**src/include/memgame_cfg.svh**
```systemverilog
//**********************************************************
// Memory game configuration
// Sequence length, counter widths and the display and
// timeout windows, counted in game clock cycles
//**********************************************************

`ifndef MEMGAME_CFG_SVH
`define MEMGAME_CFG_SVH

// Rounds per game, also the ROM depth
`define MG_SEQ_LEN 16
// Round and address counter width
`define MG_ADDR_W 4

// Cycles an entry stays on the display
`define MG_SHOW_CYCLES 8
// Display timer width, holds MG_SHOW_CYCLES + 1
`define MG_SHOW_W 4

// Idle cycles allowed before a press
`define MG_TIMEOUT_CYCLES 50
// Timeout counter width, holds MG_TIMEOUT_CYCLES
`define MG_TIMEOUT_W 6

`endif

```
**src/rtl/memGamePkg.sv**
```systemverilog
//**********************************************************
// Memory game types
// FSM states, final outcome and the shared sequence index
// and button pattern types
//**********************************************************

`include "memgame_cfg.svh"

package memGamePkg;

    // Index into the sequence, also the round number
    typedef logic [`MG_ADDR_W-1:0] addrT;

    // One-hot button pattern, one bit per button
    typedef logic [3:0] patternT;

    // Control FSM states
    typedef enum logic [3:0] {
        idle,
        initRound,
        fetch,
        show,
        waitPress,
        check,
        nextEntry,
        nextRound,
        done
    } gameStateT;

    // Result of the last game
    typedef enum logic [1:0] {
        none,
        win,
        loss,
        timeout
    } outcomeT;

endpackage

```
**src/rtl/gameCtrlIf.sv**
```systemverilog
//**********************************************************
// Memory game control bundle
// Strobes from the FSM to the datapath and status flags
// from the datapath back to the FSM
//**********************************************************

`timescale 1ns/1ps

interface gameCtrlIf;

    // FSM strobes, single cycle pulses
    logic clrRound;
    logic incRound;
    logic clrAddr;
    logic incAddr;
    logic loadPlay;
    logic startShow;
    logic armTimeout;

    // Datapath flags, levels
    logic pressed;
    logic match;
    logic addrEqRound;
    logic lastRound;
    logic showDone;
    logic timedOut;

    // Display data for the top level
    memGamePkg::patternT showPattern;
    memGamePkg::addrT    roundNum;

    // FSM side
    modport ctrl (
        output clrRound, incRound, clrAddr, incAddr,
        output loadPlay, startShow, armTimeout,
        input  pressed, match, addrEqRound, lastRound, showDone, timedOut
    );

    // Datapath side
    modport data (
        input  clrRound, incRound, clrAddr, incAddr,
        input  loadPlay, startShow, armTimeout,
        output pressed, match, addrEqRound, lastRound, showDone, timedOut,
        output showPattern, roundNum
    );

endinterface

```
**src/rtl/gameControl.sv**
```systemverilog
//**********************************************************
// Memory game control FSM
// Shows the newest entry each round, collects the player's
// presses and records win, loss or timeout
//**********************************************************

`timescale 1ns/1ps

module gameControl (
    input  logic                clock,
    input  logic                arstN,
    input  logic                start,
    gameCtrlIf.ctrl             bus,
    output logic                busy,
    output logic                showValid,
    output memGamePkg::outcomeT outcome
);

    memGamePkg::gameStateT state;
    memGamePkg::gameStateT stateNext;
    memGamePkg::outcomeT   outcomeNext;

    // State and outcome registers
    always_ff @(posedge clock or negedge arstN) begin
        if (!arstN) begin
            state   <= memGamePkg::idle;
            outcome <= memGamePkg::none;
        end else begin
            state   <= stateNext;
            outcome <= outcomeNext;
        end
    end

    // Next state, outcome and datapath strobes
    always_comb begin
        stateNext      = state;
        outcomeNext    = outcome;
        bus.clrRound   = 1'b0;
        bus.incRound   = 1'b0;
        bus.clrAddr    = 1'b0;
        bus.incAddr    = 1'b0;
        bus.loadPlay   = 1'b0;
        bus.startShow  = 1'b0;
        bus.armTimeout = 1'b0;
        case (state)
            // Waiting for start, last outcome held in done
            memGamePkg::idle,
            memGamePkg::done: begin
                if (start) begin
                    bus.clrRound = 1'b1;
                    outcomeNext  = memGamePkg::none;
                    stateNext    = memGamePkg::initRound;
                end
            end
            // Rewind the address, kick off the display timer
            memGamePkg::initRound: begin
                bus.clrAddr   = 1'b1;
                bus.startShow = 1'b1;
                stateNext     = memGamePkg::fetch;
            end
            // ROM read latency
            memGamePkg::fetch: begin
                stateNext = memGamePkg::show;
            end
            memGamePkg::show: begin
                if (bus.showDone) begin
                    bus.armTimeout = 1'b1;
                    stateNext      = memGamePkg::waitPress;
                end
            end
            // A press beats a timeout in the same cycle
            memGamePkg::waitPress: begin
                bus.loadPlay = 1'b1;
                if (bus.pressed) begin
                    stateNext = memGamePkg::check;
                end else if (bus.timedOut) begin
                    outcomeNext = memGamePkg::timeout;
                    stateNext   = memGamePkg::done;
                end
            end
            memGamePkg::check: begin
                if (!bus.match) begin
                    outcomeNext = memGamePkg::loss;
                    stateNext   = memGamePkg::done;
                end else if (!bus.addrEqRound) begin
                    stateNext = memGamePkg::nextEntry;
                end else if (bus.lastRound) begin
                    outcomeNext = memGamePkg::win;
                    stateNext   = memGamePkg::done;
                end else begin
                    stateNext = memGamePkg::nextRound;
                end
            end
            // More entries to repeat this round
            memGamePkg::nextEntry: begin
                bus.incAddr    = 1'b1;
                bus.armTimeout = 1'b1;
                stateNext      = memGamePkg::waitPress;
            end
            memGamePkg::nextRound: begin
                bus.incRound = 1'b1;
                stateNext    = memGamePkg::initRound;
            end
            default: begin
                stateNext = memGamePkg::idle;
            end
        endcase
    end

    // Status outputs decoded from the state
    assign busy      = (state != memGamePkg::idle) && (state != memGamePkg::done);
    assign showValid = (state == memGamePkg::show);

endmodule

```
**src/rtl/gameDatapath.sv**
```systemverilog
//**********************************************************
// Memory game datapath
// Round and address counters, pattern ROM, play register,
// press edge detector, comparators and the display and
// timeout timers
//**********************************************************

`timescale 1ns/1ps
`include "memgame_cfg.svh"

module gameDatapath (
    input  logic                clock,
    input  logic                arstN,
    input  memGamePkg::patternT buttons,
    gameCtrlIf.data             bus
);

    // Counters
    memGamePkg::addrT         roundCnt;
    memGamePkg::addrT         addrCnt;
    // ROM side
    memGamePkg::addrT         romAddr;
    memGamePkg::patternT      romData;
    // Player input
    memGamePkg::patternT      playReg;
    logic                     anyHeld;
    logic                     heldQ;
    logic                     pressEdge;
    logic                     pressedQ;
    // Timers
    logic [`MG_SHOW_W-1:0]    showCnt;
    logic [`MG_TIMEOUT_W-1:0] toutCnt;

    // Clear wins over increment
    function automatic memGamePkg::addrT stepCount(
        input logic             clr,
        input logic             inc,
        input memGamePkg::addrT cur
    );
        memGamePkg::addrT nxt;
        nxt = cur;
        if (clr) begin
            nxt = '0;
        end else if (inc) begin
            nxt = cur + 1'b1;
        end
        return nxt;
    endfunction

    // Round and address counters
    always_ff @(posedge clock or negedge arstN) begin
        if (!arstN) begin
            roundCnt <= '0;
            addrCnt  <= '0;
        end else begin
            roundCnt <= stepCount(bus.clrRound, bus.incRound, roundCnt);
            addrCnt  <= stepCount(bus.clrAddr, bus.incAddr, addrCnt);
        end
    end

    // Round index while displaying, address index while collecting
    assign romAddr = (showCnt != '0) ? roundCnt : addrCnt;

    sequenceRom rom (
        .clock (clock),
        .addr  (romAddr),
        .data  (romData)
    );

    // Press detection
    assign anyHeld   = |buttons;
    assign pressEdge = anyHeld && !heldQ;

    always_ff @(posedge clock or negedge arstN) begin
        if (!arstN) begin
            heldQ    <= 1'b0;
            pressedQ <= 1'b0;
        end else begin
            heldQ    <= anyHeld;
            // Only edges seen while the FSM is collecting count
            pressedQ <= bus.loadPlay && pressEdge;
        end
    end

    // Play register, takes the buttons on the press edge
    always_ff @(posedge clock) begin
        if (bus.loadPlay && pressEdge) begin
            playReg <= buttons;
        end
    end

    // Display timer
    // Loaded one above the show length so the fetch cycle is covered too
    always_ff @(posedge clock or negedge arstN) begin
        if (!arstN) begin
            showCnt <= '0;
        end else if (bus.startShow) begin
            showCnt <= `MG_SHOW_W'(`MG_SHOW_CYCLES + 1);
        end else if (showCnt != '0) begin
            showCnt <= showCnt - 1'b1;
        end
    end

    // Timeout counter
    // Frozen while a button is held, sticks at the limit
    always_ff @(posedge clock or negedge arstN) begin
        if (!arstN) begin
            toutCnt <= '0;
        end else if (bus.armTimeout) begin
            toutCnt <= '0;
        end else if (!anyHeld && !bus.timedOut) begin
            toutCnt <= toutCnt + 1'b1;
        end
    end

    // Flags back to the FSM
    assign bus.pressed     = pressedQ;
    assign bus.match       = (playReg == romData);
    assign bus.addrEqRound = (addrCnt == roundCnt);
    assign bus.lastRound   = (roundCnt == `MG_ADDR_W'(`MG_SEQ_LEN - 1));
    assign bus.showDone    = (showCnt == `MG_SHOW_W'(1));
    assign bus.timedOut    = (toutCnt == `MG_TIMEOUT_W'(`MG_TIMEOUT_CYCLES));

    // Display data
    assign bus.showPattern = romData;
    assign bus.roundNum    = roundCnt;

endmodule

```
**src/rtl/memoryGame.sv**
```systemverilog
//**********************************************************
// Memory game top level
// Joins the control FSM and the datapath and brings the
// display and status out as plain ports
//**********************************************************

`timescale 1ns/1ps

module memoryGame (
    input  logic                clock,
    input  logic                arstN,
    input  logic                start,
    input  memGamePkg::patternT buttons,
    output logic                busy,
    output logic                showValid,
    output memGamePkg::patternT showPattern,
    output memGamePkg::addrT    round,
    output memGamePkg::outcomeT outcome
);

    // Strobes and flags between FSM and datapath
    gameCtrlIf bus ();

    gameControl control (
        .clock     (clock),
        .arstN     (arstN),
        .start     (start),
        .bus       (bus.ctrl),
        .busy      (busy),
        .showValid (showValid),
        .outcome   (outcome)
    );

    gameDatapath datapath (
        .clock   (clock),
        .arstN   (arstN),
        .buttons (buttons),
        .bus     (bus.data)
    );

    // Display entry and round number
    assign showPattern = bus.showPattern;
    assign round       = bus.roundNum;

endmodule

```
**src/rtl/sequenceRom.sv**
```systemverilog
//**********************************************************
// Pattern sequence ROM
// Sixteen fixed one-hot entries, synchronous read with
// one cycle of latency
//**********************************************************

`timescale 1ns/1ps

module sequenceRom (
    input  logic                clock,
    input  memGamePkg::addrT    addr,
    output memGamePkg::patternT data
);

    // Entry k lights bit (3k + k/4) mod 4
    always_ff @(posedge clock) begin
        case (addr)
            4'd0:  data <= 4'b0001;
            4'd1:  data <= 4'b1000;
            4'd2:  data <= 4'b0100;
            4'd3:  data <= 4'b0010;
            // Second group, shifted by one
            4'd4:  data <= 4'b0010;
            4'd5:  data <= 4'b0001;
            4'd6:  data <= 4'b1000;
            4'd7:  data <= 4'b0100;
            // Third group, shifted by two
            4'd8:  data <= 4'b0100;
            4'd9:  data <= 4'b0010;
            4'd10: data <= 4'b0001;
            4'd11: data <= 4'b1000;
            // Last group, shifted by three
            4'd12: data <= 4'b1000;
            4'd13: data <= 4'b0100;
            4'd14: data <= 4'b0010;
            4'd15: data <= 4'b0001;
            default: data <= 4'b0001;
        endcase
    end

endmodule

```
**config.mk**
```make
export PLATFORM = sky130hd
export DESIGN_NAME = memoryGame
export DESIGN_NICKNAME = d
export VERILOG_FILES = /design/src/rtl/memGamePkg.sv /design/src/rtl/gameCtrlIf.sv /design/src/rtl/gameControl.sv /design/src/rtl/gameDatapath.sv /design/src/rtl/memoryGame.sv /design/src/rtl/sequenceRom.sv
export VERILOG_INCLUDE_DIRS = /design/src /design/src/include
export SDC_FILE = /design/constraint.sdc
export NUM_CORES = 1
export LEC_CHECK = 0
export BUFFER_PORTS_ARGS = -buffer_cell sky130_fd_sc_hd__clkbuf_2
export CELL_PAD_IN_SITES_DETAIL_PLACEMENT = 0
export CELL_PAD_IN_SITES_GLOBAL_PLACEMENT = 1
export CORE_UTILIZATION = 41
export DETAILED_ROUTE_END_ITERATION = 7
export GPL_ROUTABILITY_DRIVEN = 0
export PLACE_DENSITY_LB_ADDON = 0.1
export SLEW_MARGIN = 20
export SYNTH_ARGS = -nofsm -noshare
export SYNTH_HDL_FRONTEND = slang
export SYNTH_SLANG_ARGS = --single-unit
```
**constraint.sdc**
```tcl
create_clock -name clock -period 1.75 [get_ports clock]
set_input_delay 0.35 -clock clock [delete_from_list [all_inputs] [get_ports clock]]
set_output_delay 0.35 -clock clock [all_outputs]
set_load 0.03 [all_outputs]
```
-- Word level (Yosys, flattened, before mapping)
Memory sizes are Yosys's and may differ from the RTL's. A register that Yosys moved wholly into a read port is not among the register bits.
Index checks and enable logic that the tools add are counted.
- register bits: 30
- ROM bits: 64
- bits of input ports: 7
- output and inout bits: 12
- memories: 1
- memory list (name ; depth ; width ; read ports ; clocked after memory_dff ; wr ports ; RTL line ; RTL):
    (no name shown) ; 16 ; 4 ; 1 ; 1 ; 0 ; sequenceRom.sv:17 ; case (addr)
- add/subtract/negate cells: 4
- equal/unequal tests: 21
- multiplexer cells: 32
- reductions and logical operators: 19
- operators by type and width (kind ; number):
    $mux 4 ; 14
    $pmux 4 s8 ; 1
    $eq 4x3->1 const B ; 4
    $mux 2 ; 6
    $mux 6 ; 2
    $add 4x1->4 const B ; 2
    $eq 4x1->1 const B ; 2
    $eq 4x2->1 const B ; 2
    $eq 4x4->1 ; 2
    $eq 4x4->1 const B ; 2
    $reduce_bool 2->1 ; 4
    $reduce_bool 4->1 ; 2
    $mux 1 ; 7
    $add 6x1->6 const B ; 1
    $eq 6x6->1 const B ; 1
    $ne 3x3->1 const B ; 2
    $pmux 2 s3 ; 1
    $reduce_and 6->1 ; 1
    $logic_and 1x1->1 ; 4
    $logic_not 4->1 ; 1
    $ne 2x1->1 const B ; 2
    $ne 2x2->1 const B ; 2
    $ne 4x4->1 const B ; 1
    $reduce_or 4->1 ; 1
    7 further kinds ; 9

-- Depth between registers and ports, before layout
- depth after elaboration: 5
- depth in mapped cells: 8
- gate-level depth less buffers: 7

-- By module
A second synthesis with hierarchy kept.
- cell total of the unflattened synthesis: 191
- area, all modules: 1980.6 sq um
- modules (own cells, without submodules) (module ; times used ; cells an instance ; area an instance (sq um) ; seq. area each (sq um)):
    gameDatapath ; 1 ; 111 ; 1252.5 ; 620.6
    gameControl ; 1 ; 67 ; 581.8 ; 150.1
    sequenceRom ; 1 ; 13 ; 146.4 ; 80.1

-- Least setup slack after synthesis
Ideal clock, no wire load.
- path type: reg2reg
- start point: register datapath.showCnt[0]
- end point: register datapath.rom.data[3]
- data arrival time: 1771 ps
- required time: 1623 ps
- slack: -148 ps
- stages on the path, launching flop included: 9
- path buffers: 1
- path through: dfrtp_1 -> inv_1 -> ha_1 -> nor3b_1 -> buf_2 -> mux2i_1 -> nor2_1 -> a221oi_1 -> a31oi_1
- longest elaborated chain between the ends: 2
- RTL lines (what ; RTL line ; RTL):
    from (decl) ; gameDatapath.sv:31 ; logic [`MG_SHOW_W-1:0] showCnt;
    from (signal assigned) ; gameDatapath.sv:98 ; showCnt <= `MG_SHOW_W'(`MG_SHOW_CYCLES + 1);
    from (signal assigned) ; gameDatapath.sv:100 ; showCnt <= showCnt - 1'b1;
    $reduce_bool 4->1 ; gameDatapath.sv:62 ; assign romAddr = (showCnt != '0) ? roundCnt : addrCnt;
    $mux 4 ; gameDatapath.sv:62 ;
    to (decl) ; sequenceRom.sv:12 ; output memGamePkg::patternT data
No other way between the ends.
A chain may end at the register's enable or synchronous reset.

-- Worst setup path after layout
- start point: register datapath.playReg[1]
- end point: register control.outcome[1]
- longest elaborated chain between the ends: 3
- elaborated cells on any way between the ends: 6
- those cells by class: eq/ne (3); mux (2); reduce/logical (1)
- RTL lines (what ; RTL line ; RTL):
    from (decl) ; gameDatapath.sv:25 ; memGamePkg::patternT playReg;
    from (signal assigned) ; gameDatapath.sv:88 ; playReg <= buttons;
    $eq 4x4->1 * ; gameDatapath.sv:118 ; assign bus.match = (playReg == romData);
    $ne 3x3->1 (no source line) or $mux 2 (tied branches) ; n/a ;
    $reduce_and 6->1 (no source line) or $pmux 2 s3 (tied branches) ; n/a ;
    to (signal assigned) ; gameControl.sv:27 ; outcome <= memGamePkg::none;
    to (signal assigned) ; gameControl.sv:30 ; outcome <= outcomeNext;
    to (decl) ; gameControl.sv:16 ; output memGamePkg::outcomeT outcome
Mark *: on every way between the ends. The rest lies on a longest branch, timed or not.

==> results.sh <==
export IMPL_setup_viol=3
export IMPL_ios=19
export IMPL_startpoint="datapath.playReg[1]"
export IMPL_core_area_um2=4692
export IMPL_ir_worst_vdd_v=0.0009513
export IMPL_diodes=0
export IMPL_cts_tree="done"
export IMPL_cts_path_max_buffers=2
export IMPL_fillCellCount=420
export IMPL_ys_seq_elements=34
export IMPL_maxCapViolCount=0
export IMPL_first_pass_iters=4
export IMPL_io_buffers=18
export IMPL_rsz0062_at_grt="yes"
export IMPL_start_util_pct=42.56
export IMPL_yosysTopAreaCellShare_pct=32.58
export IMPL_ant_nets=0
export IMPL_synth_nets=225
export IMPL_rows=25
export IMPL_synth_area_leaders="dfrtp_1 33%, edfxtp_1 6.0%, xor2_1 5.7%"
export IMPL_layout_common_cells="38 x buf_4, 25 x nor2_1, 21 x dfrtp_1"
export IMPL_synth_simple_area_share_pct=24.56
export IMPL_grt_pass1_vias=1705
export IMPL_p_leak_nw=1.165
export IMPL_vias=1735
export IMPL_slowest_stage="nor4_4"
export IMPL_criticalPathCategory="reg2reg"
export IMPL_synth_yosys_seq_area_share_pct=42.61
export IMPL_wl_per_cell_um=14.90
export IMPL_skew_ps=6.891
export IMPL_reg2reg_depth=5
export IMPL_syn_to_final_growth_pct=32.21
export IMPL_antenna_found_initial=0
export IMPL_avgSynthCellArea_um2=9.419
export IMPL_synth_largest_area_cell="dfrtp_1"
export IMPL_synthMuxAreaShare_pct=2.318
export IMPL_hpwl_um=3421
export IMPL_fmax_mhz=558.9
export IMPL_die_area_um2=5154
export IMPL_crit_chain="xor2_1 > nor4_4 > nand4b_1 > o211ai_2 > mux2_4"
export IMPL_ys_warn_count=0
export IMPL_drc_errors=0
export IMPL_reg2reg_from="datapath.playReg[1]"
export IMPL_drt_iter0_markers=78
export IMPL_synth_edf_count=4
export IMPL_tightest_slew_ps=663.1
export IMPL_synth_area_um2=1997
export IMPL_layout_min_cycle_time_ps=1789
export IMPL_finalSetupTns_ps=-65.92
export IMPL_clkLatencyLatePin_ps=280
export IMPL_critPathMaxStageDelay_ps=420
export IMPL_required_ps=1920
export IMPL_cts_buffers=5
export IMPL_path_clk_slew_ps=70
export IMPL_critical_path_peak_fanout=3
export IMPL_synth_compound_area_share_pct=12.72
export IMPL_async_flop_share_pct=76.47
export IMPL_ctsHoldBuffers=0
export IMPL_hold_path_class="in2async"
export IMPL_finalMaxSlewViolations=0
export IMPL_synth_distinct_cells=47
export IMPL_status="finished, violations left"
export IMPL_clock_sink_count=34
export IMPL_setup_worst_path_end="control.outcome[1]"
export IMPL_startpoint_type="flip-flop"
export IMPL_grt_pass1_wl_um=7755
export IMPL_layout_drive_gt1_share_pct=36.84
export IMPL_viasPerCell=5.422
export IMPL_cp_arrival_ps=1960
export IMPL_grt_util_all_layers_pct=19.62
export IMPL_die_y_um=71.79
export IMPL_final_common_cell="buf_4"
export IMPL_power_density_nw_per_um2=1473
export IMPL_r2r_end="control.outcome[1]"
export IMPL_routed_wl_um=4769
export IMPL_fin_ws_ps=-39.27
export IMPL_period_share_pct=102.2
export IMPL_htree_levels=2
export IMPL_power_mw=3.890
export IMPL_cts_root_buf="clkbuf_8"
export IMPL_ys_flop_type="dfrtp_1"
export IMPL_postSynthCellCount=212
export IMPL_end_kind="flip-flop"
export IMPL_hold_viol=0
export IMPL_post_place_ws_ps=-99.64
export IMPL_synth_top_family_by_area="simple AND/OR/NAND/NOR gates"
export IMPL_nNetsFinal=278
export IMPL_overflow=0
export IMPL_die_w_um=71.79
export IMPL_max_slew_margin_pct=55.80
export IMPL_synth_fa_ha_area_share_pct=3.759
export IMPL_synth_xor_area_share_pct=9.211
export IMPL_regToRegSetupSlack_ps=-40
export IMPL_violations="negative setup slack"
export IMPL_grt_max_degree=27
## metrics by stage
step	cells	utilization, %	area [um^2]	hold slack, ps
3_5_place_dp	299	49.81	2337	412.1
6_report	320	56.27	2640	80.39
2_1_floorplan	212	-	2029	54.41
4_1_cts	317	53.87	2527	108.2
3_3_place_gp	299	49.81	2337	410.4
5_1_grt	320	56.27	2640	128.4
## area by class of cell
type / instances / area [um^2] / area share, %
clock inverters: 1 / 5.005 / 0.1896
clock buffers: 7 / 86.33 / 3.270
well taps: 54 / 67.56 / 2.559
repair buffers: 58 / 422.9 / 16.02
multi-input cells: 157 / 1167 / 44.22
inverters: 9 / 33.78 / 1.280
flip-flops and latches: 34 / 857.1 / 32.46
## timing repair
| action | 4_1_cts | 5_1_grt |
|---|---|---|
| setup endpoints to repair | 7 | 17 |
| gates resized for setup | 6 | 20 |
| setup buffers | 10 | 3 |
| pin swaps | 5 | 3 |
## flip-flops by register name, summed over array words and instances, names as in the netlist
signal and flops:
control.outcome 2, datapath.playReg 4, datapath.bus.pressed 1, datapath.rom.data 4, datapath.showCnt 4, datapath.bus.roundNum 4, datapath.toutCnt 6, datapath.addrCnt 4
control.state 4, datapath.heldQ 1
## worst min path at each step
stage | startpoint | endpoint | slack, ps | cells past startpoint
after global placement | arstN | control.state[1] | 410 | 1
after detailed placement | arstN | control.state[1] | 410 | 1
after CTS | arstN | control.state[1] | 110 | 1
final | arstN | control.state[1] | 80 | 1
after global routing | arstN | control.state[1] | 130 | 1
after floorplan | arstN | control.outcome[0] | 50 | 0
## routing by layer
layer | vias to the layer above | routed length, um | GRT usage (%)
met5 | - | 0 | 0
met4 | 0 | 55 | 4.793
met3 | 7 | 159 | 5.063
met2 | 31 | 2371 | 32.60
met1 | 852 | 2183 | 25.65
li1 | 845 | - | -
## logic make-up after synthesis
logic type / Yosys count
adders and majority gates: 6
buffers and inverters: 21
xor gates and xnor gates: 21
DFF: 34
AOI/OAI and AO/OA: 39
and+or+nand+nor: 87
muxes: 4
## critical path, delay by kind of cell, from the launching register on
kind            cells  cell delay (ps)
compound gates      1              140
simple gates        2              670
mux                 1              320
flops               1              370
xor+xnor            1              170
## cells in the mapped netlist (6+ instances only)
cell type and count:
xor2_1 13, a21oi_1 13, o21ai_0 8, xnor2_1 8, ha_1 6, nor2b_1 6, inv_1 9, nand2_1 17
dfrtp_1 26, buf_2 8, nor2_1 26
## where the power goes
part / leakage [nW] / internal, mW / switching (mW)
Combinational: 0.718 / 1.00 / 1.09
Clock: 0.0482 / 0.317 / 0.280
Sequential: 0.399 / 1.00 / 0.200
Total: 1.17 / 2.32 / 1.57
Note: power is estimated with default switching activity, not from simulation.
